<file path="src/cache_config.svh">
`ifndef CACHE_CONFIG_SVH
`define CACHE_CONFIG_SVH

// address split, tag | index | byte offset
`define CACHE_TAG_W 5
`define CACHE_INDEX_W 8
`define CACHE_OFFSET_W 3

`define CACHE_WORD_W 16

// geometry of one way
`define CACHE_SETS 256
`define CACHE_LINE_WORDS 4

// main memory banking and per-access busy time
`define MEM_BANKS 4
`define MEM_LATENCY 4

// initial memory contents are word address xor this key
`define MEM_INIT_KEY 16'h5A3C

`endif

</file>
<file path="src/cache_lru.sv">
`include "cache_config.svh"

module cache_lru (
	input logic clk,
	input logic rst,
	input logic touch,
	input logic touch_way,
	input logic [`CACHE_INDEX_W-1:0] index,
	output logic victim
);
	// one bit per set, names the way to replace next
	logic [`CACHE_SETS-1:0] lru_bits;

	always_ff @(posedge clk) begin
		if (rst) begin
			lru_bits <= '0;
		end else if (touch) begin
			// the way not touched becomes the victim
			lru_bits[index] <= ~touch_way;
		end
	end

	assign victim = lru_bits[index];

endmodule

</file>
<file path="config.mk">
export PLATFORM = sky130hd
export DESIGN_NAME = cache_lru
export DESIGN_NICKNAME = d
export VERILOG_FILES = /design/src/cache_lru.sv
export VERILOG_INCLUDE_DIRS = /design/src
export SDC_FILE = /design/constraint.sdc
export NUM_CORES = 1
export LEC_CHECK = 0
export BUFFER_PORTS_ARGS = -buffer_cell sky130_fd_sc_hd__buf_2
export CORE_ASPECT_RATIO = 0.5
export CORE_UTILIZATION = 27
export DETAILED_ROUTE_END_ITERATION = 7
export PLACE_DENSITY_LB_ADDON = 0.3
export SYNTH_ARGS = -nofsm -noshare
export SYNTH_HDL_FRONTEND = slang
export SYNTH_SLANG_ARGS = --single-unit
</file>
<file path="constraint.sdc">
create_clock -name clk -period 5.8 [get_ports clk]
set_input_delay 0.29 -clock clk [delete_from_list [all_inputs] [get_ports clk]]
set_output_delay 0.29 -clock clk [all_outputs]
set_load 0.01 [all_outputs]
</file>
==> impl_metrics.json, run 1 <==
{
  "biggestRegsByFlops": "lru_bits (256)",
  "n_fill_cell": 4297,
  "syn_area_sq_um": 11600,
  "finalCriticalPeriod_ps": 3690,
  "rows": 53,
  "grt.overflow.total": 0,
  "start_util_pct": 27.5,
  "fin_cells": 1632,
  "maxCapViolCount": 0,
  "power_density_nw_per_um2": 288,
  "place_inst": 1585,
  "synth_cell_types": 24,
  "maxSlewHeadroom_pct": 14.8,
  "totalNegativeSetupSlack_ps": 0,
  "hold_buffers": 0,
  "hpwl_um": 18900,
  "h-tree-depth": 1,
  "cts_tree": "yes",
  "grt_max_degree": 142,
  "min_path_type": "in2reg",
  "dp_slack_ps": 2040,
  "criticalPathCategory": "in2out",
  "endpoint_kind": "output port",
  "cts_buffers": 27,
  "antenna_found_initial": 0,
  "setup_ws_ps": 2110,
  "wire_per_inst_um": 20.9,
  "routed_wirelength_um": 34200,
  "hold_violations": 0,
  "netlist_instances": 1147,
  "path_max_fanout": 41,
  "ioPinCount": 13,
  "postCtsSetupRepairBufs": 0,
  "drtIter0Drc": 967,
  "syn_area_per_cell_sq_um": 10.1,
  "arrival_ps": 3400,
  "p_leak_uw": 0.00366,
  "syn2layout_area_growth_pct": 10.4,
  "layout.nets": 1049,
  "track_usage_pct": 15.4,
  "path_clk_slew_ps": 60,
  "dieArea_sq_um": 43800,
  "coreArea_sq_um": 42100,
  "clock-sinks": 256,
  "cp.required_ps": 5510,
  "postRouteAntennaNets": 0,
  "synth_fp_nets": 1159,
  "synth_area_leaders": "dfxtp_1, a311oi_1, mux4_2, a21oi_1, clkbuf_1",
  "cts_root_buffer": "clkbuf_16",
  "via_per_inst": 5.79,
  "peakVddDrop_uv": 215,
  "cts_max_path_buffers": 3,
  "status": "finished clean",
  "fp.dieW_um": 295,
  "place.gp.congestion": 0.771,
  "clock-skew-final_ps": 0,
  "fin_crit_sh_pct": 63.6,
  "largest-register": "lru_bits",
  "vias": 9456,
  "cp-start-kind": "primary input",
  "fmax_mhz": 271,
  "yosys.area.top_type": "dfxtp_1",
  "synth_top_area_share_pct": 44.3,
  "ys_seq_elements": 256,
  "yosys_warnings": 0,
  "drc": 0,
  "die_h_um": 148,
  "tightestPinTransition_ps": 1270,
  "setup_viol": 0,
  "cts_resized": 0,
  "grt_pass1_vias": 8844,
  "antenna_cells": 0,
  "portBuffers": 12,
  "final_layout_size_suffix_gt1_share_pct": 15.9,
  "grt_pass1_wl_um": 53400,
  "dr.pass1.iters": 5,
  "ys_seq_area_share_pct": 44.3,
  "largest_register_ffs": 256,
  "worstSkewPairLatency_ps": 550,
  "slew_violations": 0,
  "rsz0062_at_grt": "no"
}
-- per-layer routing --
metal | GRT usage (%) | wire length (um)
met1 | 21.1 | 15400
met2 | 24.7 | 15900
met5 | 0 | 0
met4 | 3.70 | 692
met3 | 3.02 | 2240
-- cell usage after synthesis, drive strengths merged --
cell type / number
a211oi: 22
a21oi: 250
a22oi: 32
a311oi: 234
and2: 6
and3: 37
buf: 50
clkbuf: 134
dfxtp: 256
inv: 1
mux4: 64
nand2: 3
nand2b: 3
nand4: 1
nor2: 37
nor2b: 4
nor3: 5
nor4: 5
o22ai: 1
or2: 1
or3: 1
-- cell families (layout without fill, tap and decap cells) --
| group | after synthesis | in the layout | share of synthesized area, % |
|---|---|---|---|
| AOI/OAI and AO/OA | 539 | 539 | 32.1 |
| buffers and inverters | 185 | 93 | 6.55 |
| DFF | 256 | 256 | 44.3 |
| muxes | 64 | 64 | 12.5 |
| and+or+nand+nor | 103 | 103 | 4.65 |
-- where the power goes --
| group | internal, uW | leakage (uW) | switching [uW] | total [uW] |
|---|---|---|---|---|
| registers | 1760 | 0.00206 | 2.02 | 1760 |
| logic | 45.2 | 0.00116 | 172 | 218 |
| clock network | 977 | 0.000433 | 721 | 1700 |
| total | 2780 | 0.00366 | 895 | 3680 |
-- critical path, stage by stage --
cell and delay [ps]:
buf_4 590, buf_4 500, mux4_2 550, a22oi_1 270, a21oi_1 110, nor4_1 380, nor2_1 120, or3_1 380
buf_2 160
-- through the flow --
stage | hold WS, ps | total power (uW) | cell area (sq um) | utilization [%]
global placement | 482 | 2010 | 11900 | 28.3
detailed placement | 493 | 2020 | 11900 | 28.3
finish | 243 | 3680 | 12800 | 30.3
CTS | 217 | 3710 | 12800 | 30.3
floorplan | 475 | 1950 | 11600 | -
global route | 259 | 3800 | 12800 | 30.3
-- final timing paths --
path            startpoint       endpoint  slack (ps)  cells past startpoint
max               index[0]         victim        2110                      9
min               index[3]  lru_bits[224]         240                      4
max reg2reg  lru_bits[162]  lru_bits[162]        4990                      2
min reg2reg  lru_bits[225]  lru_bits[225]         500                      2
-- placed cells by master (no fill, tap or decap), drive strengths merged --
cell    netlist  routed
a211oi       22      22
a21oi       250     250
a22oi        32      32
a311oi      234     234
and2          6       6
and3         37      37
buf          50      45
bufinv        0       1
clkbuf      134      38
clkinv        0       7
dfxtp       256     256
inv           1       2
mux4         64      64
nand2         3       3
nand2b        3       3
nand4         1       1
nor2         37      37
nor2b         4       4
nor3          5       5
nor4          5       5
o22ai         1       1
or2           1       1
or3           1       1
-- cell type report --
type	count	area, sq um	share of cell area [%]
clock buffers	38	777	6.08
clock inverters	9	85.1	0.666
inverters	1	3.75	0.0294
multi-input cells	706	5740	44.9
flip-flops and latches	256	5120	40.1
well taps	577	722	5.65
repair buffers	45	325	2.55
(Power assumes the default switching activity.)
==> run 2, diff against run 1 <==
- clock period: 5.8 -> 3.2 ns (I/O delays scaled with it)
==> impl_metrics.json, run 2 (synthesis gave the netlist of run 1 again) <==
{
  "layout_common_cells": "dfxtp_1, a21oi_1, a311oi_1",
  "largest_register_ffs": 256,
  "criticalPathCategory": "reg2out",
  "maxCapViolCount": 0,
  "grt_max_degree": 122,
  "pwr-share-comb_pct": 6.2,
  "fmax_mhz": 326,
  "r2r_start": "lru_bits[65]",
  "cp-start-kind": "flop",
  "path_buf_inv": 2,
  "biggestRegsByFlops": "lru_bits (256)",
  "routed.top_layer": "met5",
  "worstSkewPairLatency_ps": 530,
  "n_fill_cell": 4233,
  "portBuffers": 12,
  "cts_tree": "yes",
  "finalCriticalPeriod_ps": 3070,
  "coreArea_sq_um": 42100,
  "vias": 9496,
  "met3WireLength_um": 1660,
  "crit_chain": "mux4_2, a22oi_1, a21oi_1, nor4_1, buf_4, o22ai_1, or3_1, buf_2",
  "clock-skew-final_ps": 0,
  "largest-register": "lru_bits",
  "cts_root_buffer": "clkbuf_16",
  "track_usage_pct": 14.9,
  "dieArea_sq_um": 43800,
  "cp.required_ps": 3040,
  "clock-sinks": 256,
  "r2r_slack_ps": 2380,
  "crit_slowest_cell": "mux4_2",
  "max_stage_delay_ps": 470,
  "hold_violations": 0,
  "hpwl_um": 19300,
  "p_leak_uw": 0.00384,
  "p_int_uw": 5130,
  "grt_pass1_vias": 9048,
  "rows": 53,
  "finish.utilization_pct": 31.2,
  "wire_per_inst_um": 19.9,
  "syn2layout_area_growth_pct": 13.5,
  "min_path_type": "in2reg",
  "path_clk_slew_ps": 60,
  "grt.overflow.total": 0,
  "maxSlewHeadroom_pct": 37.3,
  "drc": 0,
  "p_sw_uw": 1620,
  "final_layout_size_suffix_gt1_share_pct": 18.5,
  "fp.dieW_um": 295,
  "worstSetupStartpoint": "lru_bits[207]",
  "tightestPinTransition_ps": 940,
  "layout_commonest_cell": "dfxtp_1",
  "swShare_pct": 24.0,
  "cp_top_family": "simple AND/OR/NAND/NOR gates",
  "rsz0062_at_grt": "no",
  "setup_viol": 0,
  "antenna_found_initial": 1,
  "routed_wirelength_um": 33000,
  "postCtsSetupRepairBufs": 0,
  "cts_max_path_buffers": 3,
  "fin_crit_sh_pct": 95.9,
  "via_per_inst": 5.71,
  "antenna_cells": 0,
  "hold_slack_ps": 127,
  "hold_start": "index[3]",
  "dr.pass1.iters": 5,
  "cts_buffers": 27,
  "layout.nets": 1078,
  "die_h_um": 148,
  "grt_pass1_wl_um": 52700,
  "peakVddDrop_uv": 399,
  "arrival_ps": 2910,
  "postRouteAntennaNets": 0,
  "endpoint_kind": "output port",
  "place.gp.congestion": 0.754,
  "slew_violations": 0,
  "power_density_nw_per_um2": 514,
  "p_clk_share_pct": 46.5,
  "power_frac_seq_pct": 47.3,
  "wl_met2_um": 15500,
  "status": "finished clean",
  "path_max_fanout": 2,
  "start_util_pct": 27.5,
  "totalNegativeSetupSlack_ps": 0,
  "ioPinCount": 13,
  "drtIter0Drc": 898,
  "h-tree-depth": 1,
  "met1_length_um": 15000
}
[run 2: cell count changes in the layout (fill, tap and decap cells not counted), sizes merged]
cell,before,now
bufinv,1,2
clkinvlp,0,3
buf,45,74
clkinv,7,6
clkbuf,38,37
[run 2: layout make-up]
class / count / area [sq um] / area share [%]
multi-input cells: 706 / 5750 / 43.8
inverters: 1 / 3.75 / 0.0286
well taps: 577 / 722 / 5.50
clock buffers: 37 / 763 / 5.81
repair buffers: 74 / 647 / 4.93
clock inverters: 12 / 121 / 0.924
flip-flops and latches: 256 / 5120 / 39.0
[run 2: final timing paths]
path	end	depth (start not counted)
setup / recovery	victim	8
hold / removal	lru_bits[224]	4
setup reg to reg	lru_bits[65]	2
hold reg to reg	lru_bits[234]	2
[run 2: routing by layer]
layer,vias up,global-route usage (%)
met1,4632,20.3
met2,323,24.5
met3,60,1.90
met4,2,4.38
li1,4479,-
met5,-,0
[run 2: worst register-to-register path, delay by kind of cell (launching register included)]
family | cells | cell delay [ps]
compound gates | 2 | 380
flops | 1 | 330
[run 2: timing repair]
action / CTS / global route
setup endpoints to repair: 0 / 1
gates resized for setup: 0 / 3
hold buffers: 0 / 0
[run 2: power groups by stage]
| stage | registers, uW | logic, uW | clock network (uW) |
|---|---|---|---|
| after global routing | 3200 | 447 | 3350 |
| after floorplan | 3270 | 275 | 0 |
| after detailed placement | 3270 | 415 | 0 |
| after global placement | 3270 | 409 | 0 |
| final | 3200 | 419 | 3140 |
| after CTS | 3200 | 417 | 3210 |
[run 2: stage by stage]
stage | total power [uW] | worst slack, ps | instance area, sq um | std cells
after floorplan | 3540 | 935 | 11600 | 1147
after CTS | 6820 | 62.9 | 13100 | 1663
after global routing | 7000 | 39.7 | 13100 | 1663
after global placement | 3680 | 74.1 | 12200 | 1614
final | 6750 | 131 | 13100 | 1663
after detailed placement | 3680 | 91.5 | 12200 | 1614
