===== src/cache_config.svh =====
`ifndef CACHE_CONFIG_SVH
`define CACHE_CONFIG_SVH

// address split, tag | index | byte offset
`define CACHE_TAG_W 5
`define CACHE_INDEX_W 8
`define CACHE_OFFSET_W 3

`define CACHE_WORD_W 16

// geometry of one way
`define CACHE_SETS 256
`define CACHE_LINE_WORDS 4

// main memory banking and per-access busy time
`define MEM_BANKS 4
`define MEM_LATENCY 4

// initial memory contents are word address xor this key
`define MEM_INIT_KEY 16'h5A3C

`endif


===== src/cache_pkg.sv =====
`include "cache_config.svh"

package cache_pkg;

	typedef logic [`CACHE_WORD_W-1:0] word_t;

	// address fields as the cache sees them
	typedef struct packed {
		logic [`CACHE_TAG_W-1:0] tag;
		logic [`CACHE_INDEX_W-1:0] index;
		logic [`CACHE_OFFSET_W-1:0] offset;
	} cache_fields_t;

	// same word read as a flat memory address or as cache fields
	typedef union packed {
		logic [`CACHE_TAG_W+`CACHE_INDEX_W+`CACHE_OFFSET_W-1:0] flat;
		cache_fields_t f;
	} cache_addr_t;

	// controller states
	// wr_* handle the write-miss memory update,
	// evict_* the dirty victim, fill_* the line refill
	typedef enum logic [2:0] {
		ST_IDLE,
		ST_WR_MEM,
		ST_WR_WAIT,
		ST_EVICT,
		ST_EVICT_WAIT,
		ST_FILL,
		ST_FILL_WAIT
	} ctrl_state_t;

endpackage


===== src/cache_if.sv =====
`include "cache_config.svh"

// controller to one cache way
interface cache_way_if import cache_pkg::*; ();
	logic en;
	logic compare;
	logic write;
	logic [`CACHE_TAG_W-1:0] tag_in;
	logic [`CACHE_INDEX_W-1:0] index;
	logic [`CACHE_OFFSET_W-1:0] offset;
	word_t data_in;
	logic valid_in;

	// lookup results for the addressed set
	logic [`CACHE_TAG_W-1:0] tag_out;
	word_t data_out;
	logic hit;
	logic dirty;
	logic valid_out;

	modport ctrl (
		output en, compare, write, tag_in, index, offset, data_in, valid_in,
		input tag_out, data_out, hit, dirty, valid_out
	);

	modport way (
		input en, compare, write, tag_in, index, offset, data_in, valid_in,
		output tag_out, data_out, hit, dirty, valid_out
	);
endinterface

// controller to banked main memory
interface mem_bus_if import cache_pkg::*; ();
	logic [$bits(cache_addr_t)-1:0] addr;
	word_t wdata;
	logic read;
	logic write;
	word_t rdata;
	logic stall;

	modport master (output addr, wdata, read, write, input rdata, stall);

	modport slave (input addr, wdata, read, write, output rdata, stall);
endinterface


===== src/cache_controller.sv =====
`include "cache_config.svh"

module cache_controller import cache_pkg::*; (
	input logic clk,
	input logic rst,
	input logic rd,
	input logic wr,
	input cache_addr_t addr,
	input word_t data_in,
	output word_t data_out,
	output logic done,
	output logic stall,
	output logic cache_hit,
	output logic err,
	cache_way_if.ctrl way0,
	cache_way_if.ctrl way1,
	input logic victim,
	output logic lru_touch,
	output logic lru_way,
	mem_bus_if.master mem
);
	localparam int CNT_W = $clog2(`CACHE_LINE_WORDS);

	ctrl_state_t state;
	ctrl_state_t state_next;
	logic [CNT_W-1:0] word_cnt;
	logic fill_way;
	logic need_evict;
	word_t data_q;
	word_t data_next;

	logic req;
	logic unaligned;
	logic any_hit;
	logic mem_ready;
	logic last_word;
	logic pick_way;
	logic pick_evict;
	logic [`CACHE_OFFSET_W-1:0] word_offset;
	logic [`CACHE_TAG_W-1:0] old_tag;

	logic [1:0] way_en;
	logic way_compare;
	logic way_write;
	logic way_valid_in;
	logic [`CACHE_OFFSET_W-1:0] way_offset;
	word_t way_wdata;
	cache_addr_t bus_addr;
	logic mem_rd;
	logic mem_wr;
	word_t mem_wdata;

	assign req = rd | wr;
	assign unaligned = addr.f.offset[0];
	assign any_hit = way0.hit | way1.hit;
	assign mem_ready = ~mem.stall;
	assign last_word = (word_cnt == CNT_W'(`CACHE_LINE_WORDS - 1));
	assign word_offset = {word_cnt, 1'b0};
	assign old_tag = fill_way ? way1.tag_out : way0.tag_out;

	// an empty way beats the LRU victim
	assign pick_way = ~way0.valid_out ? 1'b0 : (~way1.valid_out ? 1'b1 : victim);
	assign pick_evict = way0.valid_out & way1.valid_out & (victim ? way1.dirty : way0.dirty);

	always_comb begin
		state_next = state;
		way_en = 2'b00;
		way_compare = 1'b0;
		way_write = 1'b0;
		way_valid_in = 1'b0;
		way_offset = addr.f.offset;
		way_wdata = data_in;
		bus_addr = addr;
		mem_rd = 1'b0;
		mem_wr = 1'b0;
		mem_wdata = data_in;
		done = 1'b0;
		err = 1'b0;
		cache_hit = 1'b0;
		lru_touch = 1'b0;
		lru_way = fill_way;
		data_next = data_q;
		case (state)
			ST_IDLE: begin
				if (req && unaligned) begin
					done = 1'b1;
					err = 1'b1;
				end else if (req) begin
					// tag compare in both ways, a write hit updates in place
					way_en = 2'b11;
					way_compare = 1'b1;
					way_write = wr;
					if (any_hit) begin
						done = 1'b1;
						cache_hit = 1'b1;
						lru_touch = 1'b1;
						lru_way = way1.hit;
						if (!wr) begin
							data_next = way1.hit ? way1.data_out : way0.data_out;
						end
					end else if (wr) begin
						state_next = ST_WR_MEM;
					end else begin
						state_next = pick_evict ? ST_EVICT : ST_FILL;
					end
				end
			end
			ST_WR_MEM: begin
				mem_wr = 1'b1;
				state_next = ST_WR_WAIT;
			end
			ST_WR_WAIT: begin
				if (mem_ready) begin
					state_next = need_evict ? ST_EVICT : ST_FILL;
				end
			end
			ST_EVICT: begin
				// old line goes back under its own tag
				way_en = fill_way ? 2'b10 : 2'b01;
				way_offset = word_offset;
				bus_addr.f.tag = old_tag;
				bus_addr.f.offset = word_offset;
				mem_wdata = fill_way ? way1.data_out : way0.data_out;
				mem_wr = 1'b1;
				state_next = ST_EVICT_WAIT;
			end
			ST_EVICT_WAIT: begin
				if (mem_ready) begin
					state_next = last_word ? ST_FILL : ST_EVICT;
				end
			end
			ST_FILL: begin
				bus_addr.f.offset = word_offset;
				mem_rd = 1'b1;
				state_next = ST_FILL_WAIT;
			end
			ST_FILL_WAIT: begin
				if (mem_ready) begin
					way_en = fill_way ? 2'b10 : 2'b01;
					way_write = 1'b1;
					way_offset = word_offset;
					way_wdata = mem.rdata;
					// line turns valid with its last word
					way_valid_in = last_word;
					if (rd && !wr && addr.f.offset[`CACHE_OFFSET_W-1:1] == word_cnt) begin
						data_next = mem.rdata;
					end
					if (last_word) begin
						done = 1'b1;
						lru_touch = 1'b1;
						state_next = ST_IDLE;
					end else begin
						state_next = ST_FILL;
					end
				end
			end
			default: state_next = ST_IDLE;
		endcase
	end

	always_ff @(posedge clk) begin
		if (rst) begin
			state <= ST_IDLE;
			word_cnt <= '0;
			fill_way <= 1'b0;
			need_evict <= 1'b0;
		end else begin
			state <= state_next;
			if (state == ST_IDLE) begin
				word_cnt <= '0;
				fill_way <= pick_way;
				need_evict <= pick_evict;
			end else if ((state == ST_EVICT_WAIT || state == ST_FILL_WAIT) && mem_ready) begin
				// wraps to zero after the last evicted word
				word_cnt <= word_cnt + 1'b1;
			end
		end
	end

	always_ff @(posedge clk) begin
		data_q <= data_next;
	end

	assign data_out = data_next;
	assign stall = (state != ST_IDLE);

	// both ways see the same address and data
	assign way0.en = way_en[0];
	assign way1.en = way_en[1];
	assign way0.compare = way_compare;
	assign way1.compare = way_compare;
	assign way0.write = way_write;
	assign way1.write = way_write;
	assign way0.tag_in = addr.f.tag;
	assign way1.tag_in = addr.f.tag;
	assign way0.index = addr.f.index;
	assign way1.index = addr.f.index;
	assign way0.offset = way_offset;
	assign way1.offset = way_offset;
	assign way0.data_in = way_wdata;
	assign way1.data_in = way_wdata;
	assign way0.valid_in = way_valid_in;
	assign way1.valid_in = way_valid_in;

	assign mem.addr = bus_addr.flat;
	assign mem.wdata = mem_wdata;
	assign mem.read = mem_rd;
	assign mem.write = mem_wr;

endmodule


===== src/flat_wrapper.sv =====
// flat-port wrapper written by rule: the top's interface ports become plain ports
module cache_controller_flat import cache_pkg::*;
  (clk, rst, rd, wr, addr, data_in, data_out, done, stall, cache_hit, err, victim, lru_touch, lru_way, way0_en, way0_compare, way0_write, way0_tag_in, way0_index, way0_offset, way0_data_in, way0_valid_in, way0_tag_out, way0_data_out, way0_hit, way0_dirty, way0_valid_out, way1_en, way1_compare, way1_write, way1_tag_in, way1_index, way1_offset, way1_data_in, way1_valid_in, way1_tag_out, way1_data_out, way1_hit, way1_dirty, way1_valid_out, mem_addr, mem_wdata, mem_read, mem_write, mem_rdata, mem_stall);
  cache_way_if way0_i ();
  cache_way_if way1_i ();
  mem_bus_if mem_i ();
  input logic clk;
  input logic rst;
  input logic rd;
  input logic wr;
  input cache_addr_t addr;
  input word_t data_in;
  output word_t data_out;
  output logic done;
  output logic stall;
  output logic cache_hit;
  output logic err;
  input logic victim;
  output logic lru_touch;
  output logic lru_way;
  output wire logic [$bits(way0_i.en)-1:0] way0_en;
  output wire logic [$bits(way0_i.compare)-1:0] way0_compare;
  output wire logic [$bits(way0_i.write)-1:0] way0_write;
  output wire logic [$bits(way0_i.tag_in)-1:0] way0_tag_in;
  output wire logic [$bits(way0_i.index)-1:0] way0_index;
  output wire logic [$bits(way0_i.offset)-1:0] way0_offset;
  output wire logic [$bits(way0_i.data_in)-1:0] way0_data_in;
  output wire logic [$bits(way0_i.valid_in)-1:0] way0_valid_in;
  input wire logic [$bits(way0_i.tag_out)-1:0] way0_tag_out;
  input wire logic [$bits(way0_i.data_out)-1:0] way0_data_out;
  input wire logic [$bits(way0_i.hit)-1:0] way0_hit;
  input wire logic [$bits(way0_i.dirty)-1:0] way0_dirty;
  input wire logic [$bits(way0_i.valid_out)-1:0] way0_valid_out;
  output wire logic [$bits(way1_i.en)-1:0] way1_en;
  output wire logic [$bits(way1_i.compare)-1:0] way1_compare;
  output wire logic [$bits(way1_i.write)-1:0] way1_write;
  output wire logic [$bits(way1_i.tag_in)-1:0] way1_tag_in;
  output wire logic [$bits(way1_i.index)-1:0] way1_index;
  output wire logic [$bits(way1_i.offset)-1:0] way1_offset;
  output wire logic [$bits(way1_i.data_in)-1:0] way1_data_in;
  output wire logic [$bits(way1_i.valid_in)-1:0] way1_valid_in;
  input wire logic [$bits(way1_i.tag_out)-1:0] way1_tag_out;
  input wire logic [$bits(way1_i.data_out)-1:0] way1_data_out;
  input wire logic [$bits(way1_i.hit)-1:0] way1_hit;
  input wire logic [$bits(way1_i.dirty)-1:0] way1_dirty;
  input wire logic [$bits(way1_i.valid_out)-1:0] way1_valid_out;
  output wire logic [$bits(mem_i.addr)-1:0] mem_addr;
  output wire logic [$bits(mem_i.wdata)-1:0] mem_wdata;
  output wire logic [$bits(mem_i.read)-1:0] mem_read;
  output wire logic [$bits(mem_i.write)-1:0] mem_write;
  input wire logic [$bits(mem_i.rdata)-1:0] mem_rdata;
  input wire logic [$bits(mem_i.stall)-1:0] mem_stall;
  assign way0_en = way0_i.en;
  assign way0_compare = way0_i.compare;
  assign way0_write = way0_i.write;
  assign way0_tag_in = way0_i.tag_in;
  assign way0_index = way0_i.index;
  assign way0_offset = way0_i.offset;
  assign way0_data_in = way0_i.data_in;
  assign way0_valid_in = way0_i.valid_in;
  assign way0_i.tag_out = way0_tag_out;
  assign way0_i.data_out = way0_data_out;
  assign way0_i.hit = way0_hit;
  assign way0_i.dirty = way0_dirty;
  assign way0_i.valid_out = way0_valid_out;
  assign way1_en = way1_i.en;
  assign way1_compare = way1_i.compare;
  assign way1_write = way1_i.write;
  assign way1_tag_in = way1_i.tag_in;
  assign way1_index = way1_i.index;
  assign way1_offset = way1_i.offset;
  assign way1_data_in = way1_i.data_in;
  assign way1_valid_in = way1_i.valid_in;
  assign way1_i.tag_out = way1_tag_out;
  assign way1_i.data_out = way1_data_out;
  assign way1_i.hit = way1_hit;
  assign way1_i.dirty = way1_dirty;
  assign way1_i.valid_out = way1_valid_out;
  assign mem_addr = mem_i.addr;
  assign mem_wdata = mem_i.wdata;
  assign mem_read = mem_i.read;
  assign mem_write = mem_i.write;
  assign mem_i.rdata = mem_rdata;
  assign mem_i.stall = mem_stall;
  cache_controller u_core (.clk(clk), .rst(rst), .rd(rd), .wr(wr), .addr(addr), .data_in(data_in), .data_out(data_out), .done(done), .stall(stall), .cache_hit(cache_hit), .err(err), .way0(way0_i), .way1(way1_i), .victim(victim), .lru_touch(lru_touch), .lru_way(lru_way), .mem(mem_i));
endmodule

===== config.mk =====
export PLATFORM = sky130hd
export DESIGN_NAME = cache_controller_flat
export DESIGN_NICKNAME = d
export VERILOG_FILES = /design/src/cache_pkg.sv /design/src/cache_if.sv /design/src/cache_controller.sv /design/src/flat_wrapper.sv
export VERILOG_INCLUDE_DIRS = /design/src
export SDC_FILE = /design/constraint.sdc
export NUM_CORES = 1
export LEC_CHECK = 0
export BUFFER_PORTS_ARGS = -buffer_cell sky130_fd_sc_hd__buf_2
export CAP_MARGIN = 40
export CORE_AREA = 3 3 87 89
export CTS_CLUSTER_DIAMETER = 50
export DETAILED_ROUTE_END_ITERATION = 8
export DIE_AREA = 0 0 90 92
export GPL_ROUTABILITY_DRIVEN = 0
export GPL_TIMING_DRIVEN = 0
export PLACE_DENSITY_LB_ADDON = 0.08
export RECOVER_POWER = 50
export SLEW_MARGIN = 20
export SYNTH_ARGS = -nofsm -noshare
export SYNTH_HDL_FRONTEND = slang
export SYNTH_SLANG_ARGS = --single-unit

===== constraint.sdc =====
create_clock -name clk -period 2.2 [get_ports clk]
set_input_delay 0.22 -clock clk [delete_from_list [all_inputs] [get_ports clk]]
set_output_delay 0.22 -clock clk [all_outputs]
set_load 0.03 [all_outputs]

==> results by stage <==
Clock network:
- The clock edge transition at the registers on the reported setup and hold paths is 0.08 ns.
- The root buffer cell chosen for the clock tree is sky130_fd_sc_hd__clkbuf_8.
- CTS built an H-tree with a depth of 1.
- The hold-fix buffer count after cts is 0.
- The total CTS buffers is 3.
- No sink is reached through more buffers than the 2 on the longest clock path.
- The CTS tree is done.
- The latest clock arrival within the worst-skew pair is 0.26 ns.
- The number of clock sinks is 23.

Layout:
- For this run, the post-layout net count is 646.
- The share of final-layout standard cells stronger than drive strength 1 is 0.596.
- The repair_antennas step left the layout with diodes totalling 0.
- Compared with the post-synthesis result, the final layout area differs by 67.2%.
- Once layout is complete, the utilization of the core stands at 0.600.
- The layout filler cell count is 690.
- Summing all multi-input logic gate instances after layout gives 0.00161 sq mm.
- The area of all sequential standard cells is 470 sq um.
- The post-layout instance area is 0.00410 sq mm.

Synthesis:
- Ranked by total cell area, the synthesized netlist is headed by sky130_fd_sc_hd__dfxtp_1 19%, sky130_fd_sc_hd__buf_4 17%, sky130_fd_sc_hd__mux2i_1 16%.
- Yosys mapped the design onto 46 distinct sky130hd cell types.
- In this run, synthesis produced a sequential element count of 23.
- Of the post-synthesis cell area, the dominant cell type holds 0.188.
- The cell taking the most area after synthesis is sky130_fd_sc_hd__dfxtp_1.
- Of the synthesized area, sequential elements account for 0.188.
- Synthesis handed over a netlist of 304 instances.
- The Yosys step of the flow raised 0 warnings.
- Yosys mapped a number of flops with a built-in enable equal to 0.
- The most common flop cell mapped by yosys is sky130_fd_sc_hd__dfxtp_1.
- Of all flip-flops after synthesis, the portion carrying an async set or reset was 0.
- The average instance area after synthesis is 8.07 sq um.
- When the netlist entered floorplanning its net count stood at 407.
- The mapped netlist covers 0.00245 sq mm.

Setup path:
- The data arrival time of the critical path is 2.02 ns.
- The startpoint identified for the worst register-to-register timing path is u_core.state[1].
- The worst setup path is captured at a primary output.
- The peak fanout along the critical path is 8.
- The category of the most critical setup path is flip-flop to primary output.
- The startpoint kind of the worst setup timing path is a flip-flop.
- In this run the register-to-register setup slack is 0.41 ns.
- The reg-to-reg critical path endpoint is u_core.data_q[15].
- The number of cells on the worst reg-to-reg path is 6.
- The critical path required time is 1.98 ns.

Route:
- The per-cell routed wire length is 15.4 um.
- In this run the remaining antenna-violating nets after routing total 0.
- In the routed design, unresolved DRC markers number 0.
- After detailed routing, the total wire length is 9820 um.
- The detailed-route vias per instance is 4.77.
- The first-pass iteration count of the detailed router is 4.
- The violation count after the first detailed-routing iteration is 100.
- The total via count after detailed routing is 3041.

Place:
- The detailed placer's ending HPWL is 7770 um.
- The quantity of I/O buffers inserted on ports is 220.
- The area after detailed placement is 0.00368 sq mm.
- Before CTS, the worst setup slack after placement is -0.120 ns.

Timing:
- The least setup slack across all paths after layout is -0.0400 ns.
- The worst clock skew is 0.000784 ns.
- The max-slew headroom at the worst pin is 0.671.
- Adding up every negative setup slack in the final design gives -0.212 ns.
- For the pin with the worst max-slew slack, the measured transition is 0.494 ns.
- Based on the critical path, the design can be clocked at up to 446 MHz.
- The number of endpoints failing setup at the final stage is 10.
- The share of the clock period used by the worst path is 1.02.
- The minimum clock period is 2.24 ns.
- The final-report max-slew violation count came to 0.
- The hold violation total from the final report is 0.
- Across all hold checks on the routed design, the worst slack comes to 0.221 ns.
- Setup repair after global routing could not meet its margin everywhere.

Pwr:
- Across the VDD grid, the largest voltage drop is 293 uV.
- Summed over all cells, the static leakage comes to 2.13 nW.
- In this run the power density over the cells is 487 mW/mm^2.

Die:
- The region available for standard cell placement spans 0.00683 sq mm.
- The count of pins on the block boundary is 230.
- The total die area is 0.00828 sq mm.
- For this configuration, the core starts out at a cell density of 0.359.
- The floorplan has 30 rows.
- The vertical extent of the die is 92 um.
- The chip width is 90 um.

Global routing:
- Entering global routing, the biggest net connects 13 pins.
- The via count of the first global-routing pass is 2878.
- The number of antenna violations at the first check in global routing was 0.
- The global-route usage over all layers is 0.215.
- The first global-routing pass estimated 14600 um of wire.
- The total congestion overflow is 0.

Min path:
- The hold-critical path depth is 3.
- The hold path endpoint is u_core.fill_way.
- In this run the worst hold path is classified as input port to flip-flop.
- The worst hold path begins at way0_valid_out.

Job:
- The number of violations of the max-capacitance limit is 0.

Outcome:
- The run finished, with violations left.
- The checks that failed: negative setup slack.
what timing repair did:
action / in CTS / in global routing
endpoints found under the setup margin: 65 / 51
hold endpoints to repair: 0 / 0
buffers inserted: 5 / 8
gates cloned: 0 / 1
resized for setup: 38 / 63
pin swaps: 1 / 8
cell families after synthesis:
logic type / after synthesis / synth area share
buffers and inverters: 80 / 0.215
adder cells (fa/ha/maj): 1 / 0.00510
multiplexers: 59 / 0.251
AO/OA/AOI/OAI: 60 / 0.173
XOR/XNOR: 3 / 0.0107
AND/OR/NAND/NOR: 78 / 0.157
flip-flops: 23 / 0.188
layout make-up:
type                       count  area share
inverter                       6     0.00549
tap                           96      0.0293
multi-input combinational    201       0.392
timing repair buffer         234       0.309
sequential                    23       0.115
clock buffer                   4      0.0110
buffer                        74       0.138
how the worst max path moves through the flow:
stage | start | cells after the start | to
2_1_floorplan | u_core.state[0] | 4 | mem_addr[15]
3_3_place_gp | wr | 7 | data_out[2]
3_5_place_dp | wr | 6 | data_out[15]
4_1_cts | u_core.state[0] | 7 | data_out[1]
5_1_grt | u_core.state[1] | 7 | data_out[1]
6_report | u_core.state[1] | 7 | data_out[1]
placed cells by master (no fill, tap or decap), types with 15 or more instances in the layout:
cell type	n
sky130_fd_sc_hd__buf_2	174
sky130_fd_sc_hd__buf_4	74
sky130_fd_sc_hd__mux2i_1	39
sky130_fd_sc_hd__clkbuf_1	36
sky130_fd_sc_hd__nand2_1	28
sky130_fd_sc_hd__o21ai_1	20
sky130_fd_sc_hd__mux2_2	20
sky130_fd_sc_hd__dfxtp_1	19
sky130_fd_sc_hd__nor2_1	15
sky130_fd_sc_hd__buf_6	15
sky130_fd_sc_hd__a221o_1	15
cells in the mapped netlist, types with 5 or more instances:
cell / number
sky130_fd_sc_hd__dfxtp_1: 23
sky130_fd_sc_hd__buf_2: 8
sky130_fd_sc_hd__inv_1: 5
sky130_fd_sc_hd__nand2_1: 29
sky130_fd_sc_hd__clkbuf_1: 7
sky130_fd_sc_hd__o21ai_0: 25
sky130_fd_sc_hd__a221o_1: 15
sky130_fd_sc_hd__a21oi_1: 5
sky130_fd_sc_hd__mux2i_1: 39
sky130_fd_sc_hd__nand2b_1: 5
sky130_fd_sc_hd__buf_4: 56
sky130_fd_sc_hd__nor2_1: 24
sky130_fd_sc_hd__mux2_2: 20
state kept, by name, indices dropped and copies added (netlist names):
signal             cells
u_core.data_q         16
u_core.state           3
u_core.word_cnt        2
u_core.fill_way        1
u_core.need_evict      1
worst max-delay path, stage by stage (launching register included):
cell                      delay, ns
sky130_fd_sc_hd__dfxtp_4       0.37
sky130_fd_sc_hd__nor4_4        0.28
sky130_fd_sc_hd__or3b_1        0.39
sky130_fd_sc_hd__buf_6         0.16
sky130_fd_sc_hd__buf_8         0.15
sky130_fd_sc_hd__nor2_2        0.10
sky130_fd_sc_hd__a221o_1       0.16
sky130_fd_sc_hd__buf_6         0.15
where the power goes:
part	internal (mW)	leakage, nW	switching [mW]
combinational	0.507	1.91	0.709
clock	0.129	0.0228	0.133
sequential	0.492	0.194	0.0260
stage by stage:
step | power (mW) | std cells
after CTS | 1.92 | 629
after floorplan | 1.25 | 304
after detailed placement | 1.59 | 620
after global placement | 1.58 | 620
after global routing | 2.10 | 638
final | 2.00 | 638
routing by layer:
layer  global-route usage  vias up  share of wire
met5                    0        -              0
met4               0.0370        0          0.012
met3               0.0615        8          0.093
met2                0.401      160           0.50
met1                0.247     1370           0.40
li1                     -     1503              -
(Power assumes the default switching activity.)
